[config.mk]
export PLATFORM = sky130hd
export DESIGN_NAME = pixel_picker_flat
export DESIGN_NICKNAME = d
export VERILOG_FILES = /design/src/source/icon_pkg.sv /design/src/source/glyph_if.sv /design/src/source/pixel_picker.sv /design/src/flat_wrapper.sv
export VERILOG_INCLUDE_DIRS = /design/src /design/src/source
export SDC_FILE = /design/constraint.sdc
export NUM_CORES = 1
export LEC_CHECK = 0
export BUFFER_PORTS_ARGS = -buffer_cell sky130_fd_sc_hd__buf_2
export CAP_MARGIN = 20
export CORE_AREA = 2 2 39 41
export DETAILED_ROUTE_END_ITERATION = 16
export DIE_AREA = 0 0 41 43
export GPL_TIMING_DRIVEN = 0
export PLACE_DENSITY = 0.73
export SYNTH_ARGS = -nofsm -noshare
export SYNTH_HDL_FRONTEND = slang
export SYNTH_SLANG_ARGS = --single-unit
[constraint.sdc]
create_clock -name reloj -period 1.6 [get_ports reloj]
set_input_delay 0.24 -clock reloj [delete_from_list [all_inputs] [get_ports reloj]]
set_output_delay 0.24 -clock reloj [all_outputs]
set_load 0.05 [all_outputs]
[src/source/icon_defines.svh]
`ifndef ICON_DEFINES_SVH
`define ICON_DEFINES_SVH

`default_nettype none

// tile row (qv[9:5]) carrying the status icons
`define ICON_ROW 5'd1

// tile columns (qh[9:5]) of the three icon slots
`define COL_DATE 5'd2
`define COL_HOUR 5'd3
`define COL_MERID 5'd4

// port_id value that loads the alarm latch
`define ALARM_PORT 8'h00

// glyph row width and beam coordinate width
`define GLYPH_W 32
`define POS_W 10

`default_nettype wire

`endif

[src/source/icon_pkg.sv]
`include "icon_defines.svh"

`default_nettype none

package icon_pkg;

  // icon codes, also the upper bits of the rom address
  typedef enum logic [2:0] {
    ICON_BLANK    = 3'd0,
    ICON_CALENDAR = 3'd1,
    ICON_CRONO    = 3'd2,
    ICON_HORA     = 3'd3,
    ICON_AM       = 3'd4,
    ICON_PM       = 3'd5
  } icon_code_e;

  // msb is the leftmost pixel
  typedef logic [`GLYPH_W-1:0] glyph_word_t;
  typedef logic [4:0] glyph_row_t;
  typedef logic [4:0] px_col_t;
  typedef logic [4:0] tile_t;

endpackage

`default_nettype wire

[src/source/glyph_if.sv]
`timescale 1ns/1ps
`default_nettype none

interface glyph_if;

  // stage 1, from the placer
  icon_pkg::icon_code_e  code;
  icon_pkg::glyph_row_t  row;
  icon_pkg::px_col_t     col_s1;

  // stage 2, from the rom
  icon_pkg::glyph_word_t word;
  icon_pkg::px_col_t     col_s2;

  modport placer (output code, output row, output col_s1);
  modport rom (input code, input row, input col_s1, output word, output col_s2);
  modport picker (input word, input col_s2);

endinterface

`default_nettype wire

[src/source/pixel_picker.sv]
`include "icon_defines.svh"

`timescale 1ns/1ps
`default_nettype none

module pixel_picker (
  input  logic       reloj,
  input  logic       resetM,
  input  logic [7:0] port_id,
  input  logic       bit_alarma,
  glyph_if.picker    gl,
  output logic       pixel
);

  logic              alarm_q;
  logic              margin;
  icon_pkg::px_col_t bit_idx;

  // alarm latch, loads only on its own port
  always_ff @(posedge reloj) begin
    if (!resetM) begin
      alarm_q <= 1'b0;
    end else if (port_id == `ALARM_PORT) begin
      alarm_q <= bit_alarma;
    end
  end

  // leftmost pixel sits in the msb
  assign bit_idx = 5'(`GLYPH_W - 1) - gl.col_s2;

  // first and last column of a tile stay dark
  assign margin = (gl.col_s2 == '0) || (gl.col_s2 == 5'(`GLYPH_W - 1));

  // alarm blanks the whole icon area
  assign pixel = !alarm_q && !margin && gl.word[bit_idx];

endmodule

`default_nettype wire

[src/flat_wrapper.sv]
// flat-port wrapper written by rule: the top's interface ports become plain ports
module pixel_picker_flat 
  (reloj, resetM, port_id, bit_alarma, pixel, gl_word, gl_col_s2);
  glyph_if gl_i ();
  input  logic reloj;
  input  logic resetM;
  input  logic [7:0] port_id;
  input  logic bit_alarma;
  output logic pixel;
  input wire logic [$bits(gl_i.word)-1:0] gl_word;
  input wire logic [$bits(gl_i.col_s2)-1:0] gl_col_s2;
  assign gl_i.word = gl_word;
  assign gl_i.col_s2 = gl_col_s2;
  pixel_picker u_core (.reloj(reloj), .resetM(resetM), .port_id(port_id), .bit_alarma(bit_alarma), .gl(gl_i), .pixel(pixel));
endmodule
# == Word-level counts from Yosys, hierarchy flattened ==
# Cells that the tools add are included.
# word_totals
ff_bits,1
input_bits,48
output_inout_bits,1
# op_classes
addsub,1
magnitude_cmp,1
n_eq_ne,1
n_mux,2
reduce_logical,7
# op_table
op,count
zero test 8 bit,1
"less-than comparator 5 x 6 -> 1 bit, second input constant",1
binary-select mux 1 bit (select 5 bit),1
"equality test 5 bit, second input constant",1
zero test 5 bit,1
"subtractor 5 bit, first input constant",1
logical AND 1 bit,2
zero test 1 bit,2
logical OR 1 bit,1
two-way mux 1 bit,1

# == Longest topological paths before layout ==
# Gate-level depths: netlist (run 1).
# depth
depth_word,5
depth_mapped,6
mapped_depth_nobuf,4

# == Least setup slack after synthesis (run 1) ==
# Ideal clock, no wire load.
# synth_path
path_type,input to output
startpoint,input port gl_col_s2[0]
endpoint,output port pixel
arrival_ns,1.475
setup_slack_ns,-0.115
cell_stages,4
path_buffers,1
cell_sequence,buf_6 > mux4_2 > o211ai_2 > nand4_1
# synth_between
elab_chain_len,5
elab_cells_between_ends,9
classes_between,add/sub: 1; eq/ne: 1; mux: 2; reduce/logical: 5
# synth_lines
element,line_no,text
from (decl),flat_wrapper.sv:11,input wire logic [$bits(gl_i.col_s2)-1:0] gl_col_s2;
"parallel branches: the longest is 4 deep, another holds subtractor 5 bit",n/a,
logical AND 1 bit (*),pixel_picker.sv:35,assign pixel = !alarm_q && !margin && gl.word[bit_idx];
to (decl),flat_wrapper.sv:9,output logic pixel;
# Every way passes the cells marked *. The select of a mux whose other input is x is not followed.

# == Worst setup path in the final report (run 1) ==
# Ends and elaborated chain as after synthesis.

==> results.toml, run 1 <==
[status]
status = "finished clean"

[synth]
synth_cells = 47
ys_warn_count = 0
synth.distinct_cells = 19
synth.avg_cell_area_sq_um = 7.85
synth-seq-cells = 1
synth_fp_nets = 95
seq_area_frac_synth_pct = 5.42
async_reset_ff_share_pct = 0
synth_edf_count = 0
synth_ff_type = "dfxtp_1"
netlist_area_sq_um = 369

[setup_path]
crit_required_ns = 1.36
critical_path_class = "primary input to output port"
cp.arrival_ns = 1.27
worst_setup_path_start_kind = "primary input"
cp_max_fo = 6
critPathCaptureType = "output port"

[hold_path]
hp-class = "primary input to register"

[timing]
fmax_mhz = 660
worst_pin_slew_ns = 0.371
rsz0062_at_grt = "no"
finalCritPeriodShare_pct = 94.7
fin_crit_ns = 1.51
slew_viol_final = 0
finClkSkew_ns = 0
max_slew_margin_pct = 75.0
hold_viol_final = 0
layout_setup_ws_ns = 0.0855
setup_viol = 0

[floorplan]
rows = 14
io_pins = 49
core_sq_um = 1380
fp.dieW_um = 41
initial_utilization_pct = 26.7
die-area_sq_um = 1760
die_h_um = 43

[cells_and_area]
top_register = "u_core.alarm_q"
final_cells = 107
num_antenna_cells = 0
areaGrowthSynthToFinish_pct = 76.6
post-route-cell-area_sq_um = 652
seqCellArea_sq_um = 20.0
largest_register_ffs = 1
fill_cells = 144
reg.largest.list = "u_core.alarm_q x1"
layout.nets = 141
drive_gt1_share_pct = 58.2
multi_input_area_sq_um = 348

[placed_design]
dpl_cell_area_sq_um = 609
port_buffers = 44
gp_congestion = 0.707
hpwlAfterDp_um = 1090
dp_cells = 107
place_worst_setup_slack_ns = -0.150

[routing]
dr.pass1.iters = 2
wl_um = 1220
via_per_inst = 4.93
drc = 0
ant_nets = 0
num_vias = 528
wl_per_cell_um = 11.4
drtIter0Drc = 1

[clock_network]
insertion_delay_ns = 0
cts_hold_buf = 0
clk_pin_slew_ns = 0
post_cts_buffers = 0

[power_and_ir_drop]
leakagePower_nw = 0.329
vdd_ir_drop_max_v = 0.000162
power_density_nw_per_um2 = 281

[global_routing]
overflow = 0
grt_pass1_vias = 509
antenna_found_initial = 0
grt_first_pass_wirelength_um = 1770
grt_max_degree = 11
track_usage_pct = 13.7

[flow_run]
cap_violations = 0
## Yosys cell counts, types with 2 or more instances
cell,n,share of area [%]
a2111oi_0,3,7.1
a22oi_1,2,4.1
buf_6,2,6.1
inv_1,2,2.0
mux2i_1,12,33
nand2_1,5,5.1
nand3_1,6,8.1
nand4_1,2,3.4
nor2b_1,2,3.4
nor4_1,2,3.4
## layer usage
metal / vias up / wire [um] / GRT usage [%]
met5: - / 0 / 0
met4: 0 / 0 / 0
met3: 0 / 106 / 1.05
met2: 26 / 682 / 29.4
met1: 228 / 430 / 13.1
li1: 274 / - / -
## path summary, 6_finish.rpt
check,start,end,slack (ns),cells past startpoint
min,resetM,u_core.alarm_q,0.51,2
max,gl_col_s2[0],pixel,0.09,5
min reg2reg,u_core.alarm_q,u_core.alarm_q,0.57,2
max reg2reg,u_core.alarm_q,u_core.alarm_q,0.82,2
## final cells by class
class | instances | area share (%)
multi-input cells | 41 | 53.4
repair buffers | 44 | 34.7
plain buffers | 3 | 4.61
flip-flops and latches | 1 | 3.07
well taps | 16 | 3.07
inverters | 2 | 1.15
## critical path, stage by stage
cell      delay, ns
buf_6          0.11
mux4_2         0.50
o211ai_2       0.14
nand4_1        0.11
buf_6          0.17
## cells in the final DEF (no fill, tap or decap)
cell type / instances
mux2i_1: 12
buf_2: 43
nor2b_1: 2
a21boi_0: 1
a2111oi_2: 2
o211ai_2: 1
nand3_1: 6
clkbuf_4: 1
nor2_2: 1
o211ai_1: 1
nor3_1: 1
nand2_1: 5
dfxtp_1: 1
a2111oi_4: 1
a22oi_1: 2
nand3b_1: 1
mux4_2: 1
nand4_1: 2
inv_1: 2
buf_6: 3
nor4_1: 2
## repair_timing
action | CTS | global route
endpoints found under the setup margin | 1 | 1
pin swaps | 0 | 1
gates resized for setup | 4 | 7
## cell families after synthesis
group,Yosys count,synth area share [%]
flip-flops,1,5.42
buffers and inverters,5,9.49
multiplexers,13,38.6
AND/OR/NAND/NOR,20,27.8
AO/OA/AOI/OAI,8,18.6
## report_power, final
part,internal [mW],switching [mW]
clock network,0,0
logic,0.0850,0.0725
registers,0.0255,0.000117
total,0.111,0.0726
## per-stage QoR
step | TNS [ns] | hold slack, ns | util (%) | power [mW]
final | 0 | 0.509 | 47.1 | 0.183
after global routing | 0 | 0.518 | 47.1 | 0.198
after CTS | 0 | 0.514 | 44.8 | 0.174
after detailed placement | -0.150 | 0.514 | 44.0 | 0.168
after global placement | -0.0774 | 0.486 | 44.0 | 0.164
after floorplan | -0.0980 | 0.394 | - | 0.101
Note: power is estimated with default switching activity, not from simulation.
==> run 2: changes to the inputs <==
--- a/config.mk
+++ b/config.mk
@@ -12,6 +12,7 @@
 export DETAILED_ROUTE_END_ITERATION = 16
 export DIE_AREA = 0 0 41 43
 export GPL_TIMING_DRIVEN = 0
+export MAX_ROUTING_LAYER = met4
 export PLACE_DENSITY = 0.73
 export SYNTH_ARGS = -nofsm -noshare
 export SYNTH_HDL_FRONTEND = slang
==> constraint.sdc (replaced) <==
create_clock -name reloj -period 1.4 [get_ports reloj]
set_input_delay 0.21 -clock reloj [delete_from_list [all_inputs] [get_ports reloj]]
set_output_delay 0.21 -clock reloj [all_outputs]
set_load 0.05 [all_outputs]
==> results.toml, run 2 (synthesized netlist as in run 1, its figures left out) <==
[timing]
worst_pin_slew_ns = 0.371
rsz0062_at_grt = "yes"
layout_setup_ws_ns = -0.0376
hold_viol_final = 0
setup_viol = 1
finClkSkew_ns = 0
fmax_mhz = 696
max_slew_margin_pct = 75.0
fin_crit_ns = 1.44
fin_setup_tns_ns = -0.0376
slew_viol_final = 0
whs_ns = 0.480
finalCritPeriodShare_pct = 103

[placed_design]
place_worst_setup_slack_ns = -0.290
gp_congestion = 0.715
port_buffers = 44
dpl_cell_area_sq_um = 609
hpwlAfterDp_um = 1090
dp_cells = 107

[clock_network]
insertion_delay_ns = 0
clk_pin_slew_ns = 0
cts_hold_buf = 0

[cells_and_area]
num_antenna_cells = 0
post-route-util_pct = 49.5
post-route-cell-area_sq_um = 684
final_cells = 107
layout_common_cells = "42 x buf_2, 11 x mux2i_1, 6 x nand3_1"
areaGrowthSynthToFinish_pct = 85.4
fill_cells = 139
layout.nets = 141
largest_register_ffs = 1
drive_gt1_share_pct = 59.3
top_register = "u_core.alarm_q"
reg.largest.list = "u_core.alarm_q x1"
layout_commonest_cell = "buf_2"

[global_routing]
grt_max_degree = 11
grt_pass1_vias = 511
overflow = 0
antenna_found_initial = 0
grt_first_pass_wirelength_um = 1810
track_usage_pct = 14.4

[routing]
wl_um = 1310
drc = 0
dr.pass1.iters = 4
num_vias = 538
via_per_inst = 5.03
drtIter0Drc = 6
wl_per_cell_um = 12.3
ant_nets = 0

[status]
status = "finished, violations left"
failed_checks = "setup timing"

[setup_path]
slowest_delay_ns = 0.50
critical_path_class = "primary input to output port"
worst_setup_path_start_kind = "primary input"
crit_slowest_cell = "mux4_2"
crit_chain = "buf_12 -> mux4_2 -> o211ai_2 -> nand4_1 -> buf_6"
critPathCaptureType = "output port"
cp.arrival_ns = 1.23
cp_max_fo = 6
crit_required_ns = 1.19

[floorplan]
die-area_sq_um = 1760
io_pins = 49
rows = 14
die_h_um = 43
core_sq_um = 1380
initial_utilization_pct = 26.7
fp.dieW_um = 41

[flow_run]
cap_violations = 0

[power_and_ir_drop]
vdd_ir_drop_max_v = 0.000197
power_density_nw_per_um2 = 325
leakagePower_nw = 0.334
p_total_uw = 222

[hold_path]
hp-class = "primary input to register"
[run 2: layer usage]
layer  vias up  part of all wire [%]  GRT usage, %
met5         -                     0             -
met4         0                     0             0
met3         0                   7.2             0
met2        26                    55          29.4
met1       238                    38          14.6
li1        274                     -             -
[run 2: layout make-up]
cell class	instances	area (sq um)	share of cell area (%)
plain buffers	3	38.8	5.67
inverters	2	7.51	1.10
multi-input cells	41	369	53.9
flip-flops and latches	1	20.0	2.93
well taps	16	20.0	2.93
repair buffers	44	229	33.5
[run 2: worst paths after layout]
| kind | startpoint | end | slack (ns) | depth (start not counted) |
|---|---|---|---|---|
| worst max register to register | u_core.alarm_q | u_core.alarm_q | 0.59 | 2 |
| worst min-delay path | resetM | u_core.alarm_q | 0.48 | 2 |
| worst min register to register | u_core.alarm_q | u_core.alarm_q | 0.59 | 2 |
| worst max-delay path | gl_col_s2[0] | pixel | -0.04 | 5 |
[run 2: repair_timing]
item                                    CTS  global route
endpoints found under the setup margin    1             1
pin swaps                                 1             5
resized for setup                        12             5
setup buffers                             0             0
[run 2: critical path: cells and delay by family]
| kind | cells | cell delay (ns) |
|---|---|---|
| mux | 1 | 0.50 |
| buf+inv | 2 | 0.26 |
| compound gates | 1 | 0.14 |
| simple gates | 1 | 0.11 |
[run 2: where the power goes]
part	total, mW	switching [mW]	internal [mW]	leakage (nW)
Clock	0	0	0	0
Sequential	0.0293	0.000157	0.0291	0.00805
Combinational	0.193	0.0891	0.104	0.326
