File: config.mk
export PLATFORM = sky130hd
export DESIGN_NAME = icon_placer_flat
export DESIGN_NICKNAME = d
export VERILOG_FILES = /design/src/source/icon_pkg.sv /design/src/source/glyph_if.sv /design/src/source/icon_placer.sv /design/src/flat_wrapper.sv
export VERILOG_INCLUDE_DIRS = /design/src /design/src/source
export SDC_FILE = /design/constraint.sdc
export NUM_CORES = 1
export LEC_CHECK = 0
export BUFFER_PORTS_ARGS = -buffer_cell sky130_fd_sc_hd__buf_2
export CORE_AREA = 2 2 39 41
export DETAILED_ROUTE_END_ITERATION = 12
export DIE_AREA = 0 0 41 43
export GPL_TIMING_DRIVEN = 0
export PLACE_DENSITY = 0.68
export SLEW_MARGIN = 20
export SYNTH_ARGS = -nofsm -noshare
export SYNTH_HDL_FRONTEND = slang
export SYNTH_SLANG_ARGS = --single-unit
File: constraint.sdc
create_clock -name reloj -period 1 [get_ports reloj]
set_clock_uncertainty 0.15 [all_clocks]
set_input_delay 0.05 -clock reloj [delete_from_list [all_inputs] [get_ports reloj]]
set_output_delay 0.05 -clock reloj [all_outputs]
set_load 0.05 [all_outputs]
File: src/source/icon_defines.svh
`ifndef ICON_DEFINES_SVH
`define ICON_DEFINES_SVH

`default_nettype none

// tile row (qv[9:5]) carrying the status icons
`define ICON_ROW 5'd1

// tile columns (qh[9:5]) of the three icon slots
`define COL_DATE 5'd2
`define COL_HOUR 5'd3
`define COL_MERID 5'd4

// port_id value that loads the alarm latch
`define ALARM_PORT 8'h00

// glyph row width and beam coordinate width
`define GLYPH_W 32
`define POS_W 10

`default_nettype wire

`endif

File: src/source/icon_pkg.sv
`include "icon_defines.svh"

`default_nettype none

package icon_pkg;

  // icon codes, also the upper bits of the rom address
  typedef enum logic [2:0] {
    ICON_BLANK    = 3'd0,
    ICON_CALENDAR = 3'd1,
    ICON_CRONO    = 3'd2,
    ICON_HORA     = 3'd3,
    ICON_AM       = 3'd4,
    ICON_PM       = 3'd5
  } icon_code_e;

  // msb is the leftmost pixel
  typedef logic [`GLYPH_W-1:0] glyph_word_t;
  typedef logic [4:0] glyph_row_t;
  typedef logic [4:0] px_col_t;
  typedef logic [4:0] tile_t;

endpackage

`default_nettype wire

File: src/source/glyph_if.sv
`timescale 1ns/1ps
`default_nettype none

interface glyph_if;

  // stage 1, from the placer
  icon_pkg::icon_code_e  code;
  icon_pkg::glyph_row_t  row;
  icon_pkg::px_col_t     col_s1;

  // stage 2, from the rom
  icon_pkg::glyph_word_t word;
  icon_pkg::px_col_t     col_s2;

  modport placer (output code, output row, output col_s1);
  modport rom (input code, input row, input col_s1, output word, output col_s2);
  modport picker (input word, input col_s2);

endinterface

`default_nettype wire

File: src/source/icon_placer.sv
`include "icon_defines.svh"

`timescale 1ns/1ps
`default_nettype none

module icon_placer (
  input  logic               reloj,
  input  logic               resetM,
  input  logic [`POS_W-1:0]  qh,
  input  logic [`POS_W-1:0]  qv,
  input  logic               f_h,
  input  logic               am_pm,
  glyph_if.placer            gl
);

  icon_pkg::tile_t      tile_col;
  icon_pkg::tile_t      tile_row;
  icon_pkg::icon_code_e next_code;

  // upper five bits pick the 32x32 tile
  assign tile_col = qh[9:5];
  assign tile_row = qv[9:5];

  // only one tile row holds icons, rest stays blank
  always_comb begin
    next_code = icon_pkg::ICON_BLANK;
    if (tile_row == `ICON_ROW) begin
      case (tile_col)
        // date slot flips to stopwatch in f_h mode
        `COL_DATE:  next_code = f_h ? icon_pkg::ICON_CRONO : icon_pkg::ICON_CALENDAR;
        `COL_HOUR:  next_code = icon_pkg::ICON_HORA;
        // meridian slot
        `COL_MERID: next_code = am_pm ? icon_pkg::ICON_PM : icon_pkg::ICON_AM;
        default:    next_code = icon_pkg::ICON_BLANK;
      endcase
    end
  end

  // stage 1 register, column rides along with code and row
  always_ff @(posedge reloj) begin
    if (!resetM) begin
      gl.code   <= icon_pkg::ICON_BLANK;
      gl.row    <= '0;
      gl.col_s1 <= '0;
    end else begin
      gl.code   <= next_code;
      gl.row    <= qv[4:0];
      gl.col_s1 <= qh[4:0];
    end
  end

endmodule

`default_nettype wire

File: src/flat_wrapper.sv
// flat-port wrapper written by rule: the top's interface ports become plain ports
module icon_placer_flat 
  (reloj, resetM, qh, qv, f_h, am_pm, gl_code, gl_row, gl_col_s1);
  glyph_if gl_i ();
  input  logic reloj;
  input  logic resetM;
  input  logic [`POS_W-1:0] qh;
  input  logic [`POS_W-1:0] qv;
  input  logic f_h;
  input  logic am_pm;
  output wire logic [$bits(gl_i.code)-1:0] gl_code;
  output wire logic [$bits(gl_i.row)-1:0] gl_row;
  output wire logic [$bits(gl_i.col_s1)-1:0] gl_col_s1;
  assign gl_code = gl_i.code;
  assign gl_row = gl_i.row;
  assign gl_col_s1 = gl_i.col_s1;
  icon_placer u_core (.reloj(reloj), .resetM(resetM), .qh(qh), .qv(qv), .f_h(f_h), .am_pm(am_pm), .gl(gl_i));
endmodule
# Word-level counts from Yosys, hierarchy flattened
# Index checks and enable logic that the tools add are counted.
# word_totals
ff_bits,13
latch_bits,0
ram_bits,0
mem_bits_ro,0
out_inout_bits,13
memories,0
# classes
n_addsub,0
mul,0
div_mod_pow,0
order_cmp,0
n_eq_ne,4
n_shift,0
muxes,3
bitwise,0
reduce_logical,1
# ops
op,n
"equality test 5 x 2 -> 1 bit, second input constant",2
case mux 3 bit (3 select lines),1
"equality test 5 x 1 -> 1 bit, second input constant",1
"equality test 5 x 3 -> 1 bit, second input constant",1
two-way mux 2 bit,1
AND reduction 2 bit,1
two-way mux 1 bit,1

# Depth between registers and ports, before layout
# Gate-level depths: netlist (run 1).
# logic_depth
ltp_word,2
mapped_depth,3
depth_no_buf,3

# Worst setup path before layout (run 1)
# No wires, ideal clock.
# synth_path
kind,input -> register
start,input port qh[8]
end,register u_core.gl.code[1]
setup_ns,0.087
t_arrival_ns,0.602
required_time_ns,0.763
path_slack_ns,0.160
cell_stages,3
n_path_buf,0
path_cell_list,nor4b_2 nand2_2 nor4b_2
# synth_via
elab_chain_cells,2
# synth_rtl
element,line_no,rtl
start: declaration,flat_wrapper.sv:7,input logic [`POS_W-1:0] qh;
equality test 5 x 3 -> 1 bit or equality test 5 x 2 -> 1 bit (tied branches),icon_placer.sv:28,case (tile_col)
case mux 3 bit (3 select lines) *,icon_placer.sv:28,
end signal: assignment,icon_placer.sv:42,gl.code <= icon_pkg::ICON_BLANK;
end signal: assignment,icon_placer.sv:46,gl.code <= next_code;
end: declaration,glyph_if.sv:15,"modport placer (output code, output row, output col_s1);"
# Mark *: on every way between the ends. The rest lies on a longest branch, timed or not.
# A chain may end at the register's enable or synchronous reset.

# Worst setup path in the final report (run 1)
# layout_path
start,register u_core.gl.col_s1[1]
end,output port gl_col_s1[1]
# layout_lines
element,line_no,rtl
start: declaration,glyph_if.sv:15,
start signal: assignment,icon_placer.sv:48,gl.col_s1 <= qh[4:0];
end: declaration,flat_wrapper.sv:13,output wire logic [$bits(gl_i.col_s1)-1:0] gl_col_s1;
# No word-level cell between the ends.

==> out/qor.csv, run 1 <==
stage;metric;value;unit
clocking;cts_tree;built;
critical_path;start_kind;flop;
timing;slew_violations;0;
final_layout;seq_area;262.8;um2
timing;worst_slack;0.01106;ns
outcome;status;finished, violations left;
power;ir_drop;447.9;uV
floorplan;die_h;43;um
placed_design;pre_cts_ws;0.0005860;ns
route;via_count;442;
critical_path;crit_type;flop to output port;
timing;hold_violations;3;
placed_design;gp_congestion;0.5431;
floorplan;initial_core_util;0.3074;
final_layout;layout_common_cells;22 x buf_2, 13 x dlygate4sd3_1, 11 x buf_6, 11 x dfxtp_1, 10 x and2_1;
placed_design;postPlaceCellArea;625.6;um2
route;drc;0;
power;p_total;1100;uW
critical_path;crit_arrival;0.79;ns
global_route;grt_pass1_wl;1469;um
synthesis;yosysWarnings;0;
final_layout;n_antenna_cell;0;
placed_design;numPortBuffers;36;
critical_path;cp_num_buf_inv;1;
clocking;clockRootBuffer;clkbuf_4;
route;wl_per_cell;10.27;um
floorplan;core_area;1384;um2
clocking;clk_pin_slew;0.07;ns
global_route;grt_max_degree;11;
final_layout;final_common_cell;buf_2;
global_route;grt_pass1_vias;424;
global_route;grt-ovfl-total;0;
route;drt_iter0_markers;0;
timing;final-setup-viol-count;0;
synthesis;synthCells;36;
power;cellPowerDensity;1279;nW/um2
critical_path;endpoint_kind;output port;
route;wl;1068;um
global_route;track_usage;0.1208;
synthesis;synth_cell_types;12;
outcome;violations;negative hold slack;
route;firstDrtPassIters;1;
global_route;antenna_found_initial;0;
clocking;cts-buffers-inserted;3;
worst_hold_path;hold_path.class;input pin to flop;
synthesis;synthTopCellsByArea;dfxtp_1 61%, and2_1 15%, nor4b_2 7.1%;
final_layout;final_cell_area;859.6;um2
route;vias_per_cell;4.250;
final_layout;drive_gt1_frac;0.5227;
synthesis;avgSynthCellArea;11.82;um2
floorplan;ios;37;
critical_path;crit_fanout;1;
synthesis;synth_area_leader_cell;dfxtp_1;
clocking;h-tree-depth;1;
timing;worst_hold_slack;-0.1074;ns
final_layout;area_delta_synth_final;102.1;%
run;drv_cap;0;
final_layout;finalCoreUtilization;0.6212;
synthesis;yosysSeqAreaShare;0.6118;
clocking;cts.sinks;13;
clocking;postCtsSetupBuffers;0;
floorplan;die_area;1763;um2
timing;relSlewSlack;0.8105;
timing;layout_min_cycle_time;0.9889;ns
timing;worst_pin_slew;0.2843;ns
critical_path;cp_slowest_cell;dfxtp_1;
clocking;hold_buffers;13;
placed_design;hpwl;696.4;um
final_layout;multiInputGateArea;167.7;um2
synthesis;synth-seq-cells;13;
synthesis;synth_nets;60;
final_layout;nFillCells;109;
floorplan;die_w;41;um
critical_path;path_cells;buf_4;
timing;fin_crit_sh;0.9889;
final_layout;nNetsFinal;113;
critical_path;slowest_delay;0.33;ns
timing;max_freq;1.011;GHz
route;final_antenna_net_count;0;
critical_path;required;0.80;ns
floorplan;rows;14;
synthesis;synth_top_area_share;0.6118;
power;p_leak;0.0003934;uW
critical_path;cp_top_family;flip-flops;
synthesis;synth.cell_area;425.4;um2
clocking;clock_path_buffers;2;
## worst paths after layout
kind                  depth (start not counted)                      endpoint  slack [ns]                      startpoint
worst min-delay path                          4  u_core.gl.code[2]$_SDFF_PN0_       -0.11                           qh[5]
worst max-delay path                          1                  gl_col_s1[1]        0.01  u_core.gl.col_s1[1]$_SDFF_PN0_
## stage by stage
step / setup TNS, ns / hold WS (ns) / std cells
after floorplan: 0 / -0.02858 / 36
after global placement: -0.0001129 / 0.1089 / 88
after detailed placement: 0 / 0.1106 / 88
after CTS: 0 / -0.1024 / 105
after global routing: -0.03547 / -0.1005 / 104
final: 0 / -0.1074 / 104
## sequential cells by signal (all words and copies together) (netlist names)
name,flops
u_core.gl.col_s1,5
u_core.gl.row,5
u_core.gl.code,3
## worst min-delay path: cells and delay by family
family        cells  cell delay [ns]
buf+inv           1             0.10
simple gates      3             0.12
## routing by layer
layer | up-vias | track usage | part of all wire
met5 | - | 0 | 0
met4 | 0 | 0.06000 | 0.0019
met3 | 2 | 0.02094 | 0.13
met2 | 30 | 0.2219 | 0.52
met1 | 190 | 0.1169 | 0.34
li1 | 220 | - | -
## synth_stat cells, drive strengths merged
| library cell | number |
|---|---|
| nor2 | 3 |
| clkbuf | 1 |
| nand3b | 1 |
| dfxtp | 13 |
| nand2 | 2 |
| nor4b | 3 |
| and2 | 10 |
| nand3 | 1 |
| a21oi | 1 |
| nand2b | 1 |
## cells by family (layout without fill, tap and decap cells)
kind of cell           Yosys count  after routing  synth area share
AND/OR/NAND/NOR                 21             21            0.3676
buffers and inverters            1             53          0.008815
AO/OA/AOI/OAI                    1              1           0.01175
flip-flops                      13             13            0.6118
## area by class of cell
cell class,count,share of cell area
clock buffers,4,0.03057
flip-flops and latches,13,0.3057
repair buffers,48,0.4410
plain buffers,1,0.004367
multi-input cells,22,0.1951
well taps,16,0.02329
## where the power goes
group | leakage (uW) | internal (uW) | switching, uW
Combinational | 0.000270 | 121 | 124
Clock | 0.0000150 | 154 | 151
Sequential | 0.000108 | 539 | 10.6
Total | 0.000393 | 815 | 285
## what timing repair did
| action | CTS | global route |
|---|---|---|
| pin swaps | 0 | 3 |
| endpoints found under the setup margin | 13 | 12 |
| endpoints found under the hold margin | 13 | 3 |
| resized for setup | 13 | 15 |
(Power assumes the default switching activity.)
==> inputs of run 2 (changes only) <==
--- a/config.mk
+++ b/config.mk
@@ -7,4 +7,5 @@
 export NUM_CORES = 1
 export LEC_CHECK = 0
+export ABC_AREA = 1
 export BUFFER_PORTS_ARGS = -buffer_cell sky130_fd_sc_hd__buf_2
 export CORE_AREA = 2 2 39 41
@@ -12,5 +13,5 @@
 export DIE_AREA = 0 0 41 43
 export GPL_TIMING_DRIVEN = 0
-export PLACE_DENSITY = 0.68
+export PLACE_DENSITY = 0.7
 export SLEW_MARGIN = 20
 export SYNTH_ARGS = -nofsm -noshare
==> constraint.sdc (replaced) <==
create_clock -name reloj -period 1 [get_ports reloj]
set_clock_uncertainty 0.15 [all_clocks]
set_input_delay 0.2 -clock reloj [delete_from_list [all_inputs] [get_ports reloj]]
set_output_delay 0.2 -clock reloj [all_outputs]
set_load 0.05 [all_outputs]
==> run 2 against run 1 <==
Net effect:
- largest cell class unchanged
- die area did not move
- power rose by 1.6%
- design area grew 6.4%
- critical path depth stayed put
- sequential power up 1%
- cell count rose by 18%
- synthesized cell count rose by 58%
- global-route usage up 0.99 points
- count of clock-buffer cells in the layout unchanged
- the run ends with negative setup slack left
- combinational power is 6% higher
- critical path type unchanged
- first-iteration DRC count increased by 3
- worst hold slack improved by 0.13 ns
==> out/qor.csv, run 2 <==
stage;metric;value;unit;change
outcome;status;finished, violations left;;
outcome;violations;negative setup slack;;
synthesis;synth.cell_area;449.2;um2;+5.6%
timing;layout_min_cycle_time;1.097;ns;+0.1079 ns
route;vias_per_cell;4.057;;-4.5%
route;drt_iter0_markers;3;;+3
final_layout;final_common_cell;buf_2;;
critical_path;slowest_delay;0.34;ns;about the same
final_layout;drive_gt1_frac;0.5140;;-0.008709
placed_design;hpwl;707.4;um;+1.6%
critical_path;crit_type;flop to output port;;
power;ir_drop;523.7;uV;+17%
placed_design;numPortBuffers;36;;unchanged
synthesis;synth_area_leader_cell;dfxtp_1;;
synthesis;synth_edf_count;0;;unchanged
power;cellPowerDensity;1222;nW/um2;-4.5%
critical_path;cp_num_buf_inv;1;;unchanged
run;drv_cap;0;;unchanged
critical_path;start_kind;flop;;
clocking;h-tree-depth;1;;unchanged
placed_design;gp_congestion;0.5979;;+10%
critical_path;required;0.65;ns;-0.15 ns
synthesis;synth-seq-cells;13;;unchanged
synthesis;synth_cell_types;10;;-2
floorplan;die_h;43;um;unchanged
critical_path;crit_arrival;0.75;ns;-0.04 ns
final_layout;nNetsFinal;132;;+17%
timing;worst_pin_slew;0.1959;ns;-0.08839 ns
critical_path;crit_fanout;1;;unchanged
synthesis;yosys.cell_count.top_type;inv_1;;
final_layout;final_cell_area;914.6;um2;+6.4%
floorplan;die_w;41;um;unchanged
route;final_antenna_net_count;0;;unchanged
timing;fin_crit_sh;1.097;;+0.1079
clocking;clk_pin_slew;0.07;ns;about the same
global_route;grt_use_met1;0.1165;;-0.0003783
global_route;grt.met2_usage;0.2656;;+0.04375
timing;rsz0062_at_grt;yes;;
floorplan;core_area;1384;um2;unchanged
timing;hold_violations;0;;-3
final_layout;area_delta_synth_final;103.6;%;
placed_design;dpl.cell_count;109;;+24%
global_route;grt_pass1_vias;471;;+11%
synthesis;synthCells;57;;+58%
clocking;cts_tree;built;;
critical_path;cp_top_family;flip-flops;;
global_route;grtUsageMet3;0.01571;;-0.005236
synthesis;yosysSeqAreaShare;0.5794;;-0.03238
placed_design;pre_cts_ws;-0.0009504;ns;-0.001536 ns
floorplan;initial_core_util;0.3246;;+0.01718
synthesis;synth_nets;81;;+35%
route;via_count;499;;+13%
synthesis;ys.flop_type;dfxtp_1;;
global_route;track_usage;0.1308;;+0.009939
timing;final-setup-viol-count;13;;+13
worst_hold_path;min_to;u_core.gl.code[0]$_SDFF_PN0_;;
clocking;clock_path_buffers;2;;unchanged
synthesis;synth_top_area_share;0.5794;;-0.03238
timing;max_freq;0.9117;GHz;-9.8%
route;drc;0;;unchanged
critical_path;cp_slowest_cell;dfxtp_2;;
route;firstDrtPassIters;2;;+1
timing;relSlewSlack;0.8689;;+0.05844
timing;slew_violations;0;;unchanged
global_route;grt.busiest_layer;met2;;
critical_path;endpoint_kind;output port;;
timing;worst_slack;-0.09681;ns;-0.1079 ns
clocking;cts-buffers-inserted;3;;unchanged
synthesis;synthTopCellsByArea;dfxtp_1 58%, inv_1 14%, nand2_1 9.2%;;
route;wl_per_cell;9.659;um;-5.9%
worst_hold_path;whs_path_depth;4;;unchanged
timing;worst_hold_slack;0.02747;ns;+0.1348 ns
final_layout;instances_no_fill;123;;+18%
placed_design;postPlaceCellArea;649.4;um2;+3.8%
final_layout;nFillCells;108;;-0.92%
synthesis;avgSynthCellArea;7.880;um2;-33%
route;wl;1188;um;+11%
final_layout;layout_common_cells;24 x buf_2, 17 x inv_1, 13 x dfxtp_2;;
floorplan;ios;37;;unchanged
global_route;antenna_found_initial;0;;unchanged
clocking;clockRootBuffer;clkbuf_4;;
global_route;grt_max_degree;11;;unchanged
synthesis;synth_common_cells;17 x inv_1, 13 x dfxtp_1, 11 x nand2_1;;
final_layout;n_antenna_cell;0;;unchanged
synthesis;async_flop_share;0;;unchanged
synthesis;yosysWarnings;0;;unchanged
global_route;grt-ovfl-total;0;;unchanged
final_layout;top_regs;u_core.gl.col_s1 (5), u_core.gl.row (5), u_core.gl.code (3);;
clocking;cts.sinks;13;;unchanged
global_route;grt_pass1_wl;1628;um;+11%
worst_hold_path;hold_path.class;input pin to flop;;
power;p_leak;0.0005145;uW;+31%
floorplan;rows;14;;unchanged
worst_hold_path;min-delay-start;qv[6];;
floorplan;die_area;1763;um2;unchanged
critical_path;path_cells;buf_8;;
[run 2: power breakdown]
part | internal, uW | total [uW] | switching, uW
clock | 154 | 300 | 146
sequential | 544 | 558 | 14.4
combinational | 128 | 260 | 132
total | 825 | 1120 | 292
[run 2: through the flow]
stage | utilization | TNS (ns) | total power (uW)
finish | 0.6609 | -1.112 | 1117
global placement | 0.4693 | 0 | 737.7
CTS | 0.6365 | -1.209 | 1112
detailed placement | 0.4693 | -0.0009504 | 740.7
floorplan | - | 0 | 667.8
global route | 0.6609 | -1.433 | 1170
[run 2: worst max path at each step]
stage / endpoint / slack (ns) / cells after the start / from
6_report: gl_col_s1[4] / -0.1 / 1 / u_core.gl.col_s1[4]$_SDFF_PN0_
3_3_place_gp: u_core.gl.code[2]$_SDFF_PN0_ / 0.009 / 6 / qv[8]
5_1_grt: gl_col_s1[4] / -0.13 / 1 / u_core.gl.col_s1[4]$_SDFF_PN0_
2_1_floorplan: gl_code[0] / 0.06 / 0 / u_core.gl.code[0]$_SDFF_PN0_
4_1_cts: gl_row[1] / -0.1 / 1 / u_core.gl.row[1]$_SDFF_PN0_
3_5_place_dp: u_core.gl.code[2]$_SDFF_PN0_ / -0.001 / 6 / qv[8]
[run 2: kinds of logic (layout without fill, tap and decap cells)]
kind of cell / Yosys count / in the layout / synth area share
buf+inv: 18 / 68 / 0.1532
simple gates: 25 / 25 / 0.2507
flops: 13 / 13 / 0.5794
compound gates: 1 / 1 / 0.01672
[run 2: final cells by class]
class                      count  area (um2)  area share
timing repair buffer          46       402.9      0.4405
sequential                    13       276.5      0.3023
multi-input combinational     26       120.1      0.1313
inverter                      17       63.81     0.06977
clock buffer                   4       26.28     0.02873
tap                           16       20.02     0.02189
buffer                         1       5.005    0.005472
[run 2: per-layer routing]
metal / part of all wire / vias up
met3: 0.11 / 0
li1: - / 265
met1: 0.35 / 205
met2: 0.55 / 29
met4: 0 / 0
met5: 0 / -
[run 2: timing repair]
action                                  in CTS  in global routing
gates resized for setup                     41                  9
buffers inserted                             0                  0
hold buffers                                10                  0
endpoints found under the setup margin      13                 13
endpoints found under the hold margin       10                  0
==> inputs of run 3 (changes only) <==
--- a/config.mk
+++ b/config.mk
@@ -14,4 +14,5 @@
 export GPL_TIMING_DRIVEN = 0
 export PLACE_DENSITY = 0.7
+export REMOVE_ABC_BUFFERS = 1
 export SLEW_MARGIN = 20
 export SYNTH_ARGS = -nofsm -noshare
--- a/constraint.sdc
+++ b/constraint.sdc
@@ -3,3 +3,3 @@
 set_input_delay 0.2 -clock reloj [delete_from_list [all_inputs] [get_ports reloj]]
 set_output_delay 0.2 -clock reloj [all_outputs]
-set_load 0.05 [all_outputs]
+set_load 0.005 [all_outputs]
==> run 3 against run 2 <==
Net effect:
- the run still ends with negative setup slack left
- power shrank 9.5%
- highest routed layer unchanged
- via count shrank 0.40%
- design area shrank 11%
- cell count shrank 0.81%
- maximum frequency grew 4.4%
- count of clock-buffer cells in the layout is the same
- critical endpoint is now gl_row[2]
- sequential cell count is the same
==> out/qor.csv, run 3 (synthesis gave the netlist of run 2 again) <==
stage;metric;value;unit;change
global_route;track_usage;0.1370;;+0.006174
clocking;cts-buffers-inserted;3;;unchanged
worst_hold_path;whs_path_depth;4;;unchanged
route;drc;0;;unchanged
final_layout;n_antenna_cell;0;;unchanged
global_route;grt_use_met1;0.1006;;-0.01586
timing;fin_crit_sh;1.051;;-0.04614
route;wl;1092;um;-8.1%
clocking;cts.sinks;13;;unchanged
final_layout;multiInputGateArea;120.1;um2;unchanged
critical_path;crit_fanout;1;;unchanged
clocking;clockRootBuffer;clkbuf_4;;
timing;worst_hold_slack;0.02742;ns;-0.00004870 ns
global_route;grt.busiest_layer;met2;;
final_layout;top_regs;u_core.gl.col_s1 (5), u_core.gl.row (5), u_core.gl.code (3);;
route;final_antenna_net_count;0;;unchanged
global_route;grtUsageMet3;0.01571;;unchanged
timing;worst_pin_slew;0.1971;ns;+0.001224 ns
final_layout;nFillCells;131;;+21%
run;drv_cap;0;;unchanged
route;via_count;497;;-0.40%
floorplan;die_h;43;um;unchanged
floorplan;rows;14;;unchanged
critical_path;endpoint_kind;output port;;
critical_path;required;0.65;ns;about the same
floorplan;ios;37;;unchanged
critical_path;crit_type;flop to output port;;
floorplan;core_area;1384;um2;unchanged
clocking;cts_tree;built;;
final_layout;instances_no_fill;122;;-0.81%
timing;hold_violations;0;;unchanged
clocking;clock_path_buffers;2;;unchanged
critical_path;cp_top_family;flip-flops;;
clocking;postCtsSetupBuffers;0;;unchanged
worst_hold_path;min_to;u_core.gl.code[0]$_SDFF_PN0_;;
global_route;grt_pass1_vias;464;;-1.5%
power;ir_drop;370.5;uV;-29%
route;drt_iter0_markers;0;;-3
timing;worst_slack;-0.05067;ns;+0.04614 ns
timing;relSlewSlack;0.8686;;about the same
timing;rsz0062_at_grt;yes;;
outcome;violations;negative setup slack;;
global_route;grt_pass1_wl;1600;um;-1.7%
critical_path;path_cells;buf_6;;
critical_path;slowest_delay;0.33;ns;about the same
floorplan;die_w;41;um;unchanged
floorplan;initial_core_util;0.3246;;unchanged
timing;slew_violations;0;;unchanged
power;p_total;1012;uW;-9.5%
final_layout;final_common_cell;buf_2;;
placed_design;numPortBuffers;36;;unchanged
final_layout;nNetsFinal;131;;-0.76%
critical_path;crit_arrival;0.70;ns;-0.05 ns
global_route;grt.met2_usage;0.2719;;+0.006250
timing;fin_setup_tns;-0.4443;ns;+0.6673 ns
worst_hold_path;min-delay-start;qv[6];;
timing;final-setup-viol-count;13;;unchanged
outcome;status;finished, violations left;;
clocking;clk_pin_slew;0.08;ns;about the same
route;vias_per_cell;4.074;;+0.42%
final_layout;area_delta_synth_final;80.22;%;
final_layout;layout_common_cells;31 x buf_2, 17 x inv_1, 11 x nand2_1;;
final_layout;seq_area;267.8;um2;-3.2%
clocking;h-tree-depth;1;;unchanged
power;cellPowerDensity;1250;nW/um2;+2.3%
global_route;grt-ovfl-total;0;;unchanged
placed_design;gp_congestion;0.6411;;+7.2%
route;wl_per_cell;8.951;um;-7.3%
global_route;antenna_found_initial;0;;unchanged
placed_design;dpl.cell_count;108;;-0.92%
critical_path;cp_num_buf_inv;1;;unchanged
timing;max_freq;0.9518;GHz;+4.4%
timing;layout_min_cycle_time;1.051;ns;-0.04614 ns
worst_hold_path;hold_path.class;input pin to flop;;
route;firstDrtPassIters;1;;-1
placed_design;hpwl;731.2;um;+3.4%
power;p_leak;0.0004866;uW;-5.4%
critical_path;cp_slowest_cell;dfxtp_2;;
floorplan;die_area;1763;um2;unchanged
final_layout;drive_gt1_frac;0.4434;;-0.07062
global_route;grt_max_degree;12;;+1
critical_path;start_kind;flop;;
## run 3: cell types whose count changed in the layout (fill, tap and decap cells not counted)
cell,change
dfxtp_2,-7
buf_2,+7
buf_6,+3
dfxtp_1,+7
buf_8,-11
## run 3: report_power, final
group	internal, uW	switching, uW
registers	541	7.49
logic	95.1	58.0
clock network	154	156
## run 3: metrics by stage
stage	util	area, um2	setup slack, ns
2_1_floorplan	-	444.2	0.1807
3_3_place_gp	0.4656	644.4	-0.04951
3_5_place_dp	0.4656	644.4	-0.05549
4_1_cts	0.5570	770.7	-0.05447
5_1_grt	0.5850	809.5	-0.07680
6_report	0.5850	809.5	-0.05067
## run 3: how the worst max path moves through the flow
stage,from,cells past startpoint,endpoint
6_report,u_core.gl.row[2]$_SDFF_PN0_,1,gl_row[2]
5_1_grt,u_core.gl.row[0]$_SDFF_PN0_,1,gl_row[0]
4_1_cts,u_core.gl.col_s1[2]$_SDFF_PN0_,1,gl_col_s1[2]
3_5_place_dp,resetM,5,u_core.gl.code[2]$_SDFF_PN0_
3_3_place_gp,resetM,5,u_core.gl.code[2]$_SDFF_PN0_
2_1_floorplan,qv[8],5,u_core.gl.code[1]$_SDFF_PN0_
## run 3: repair_timing
action                                  4_1_cts  5_1_grt
resized for setup                             0       11
hold endpoints to repair                     10        0
hold buffers                                 10        0
endpoints found under the setup margin       13       13
## run 3: final cells by class
class,instances,area share
timing repair buffer,46,0.3849
clock buffer,4,0.03246
sequential,13,0.3308
inverter,17,0.07883
multi-input combinational,26,0.1484
tap,16,0.02473
## run 3: routing by layer
layer	wire, um	vias up	share of wire
li1	-	262	-
met1	383	208	0.35
met2	569	27	0.52
met3	139	0	0.13
met4	0	0	0
met5	0	-	0
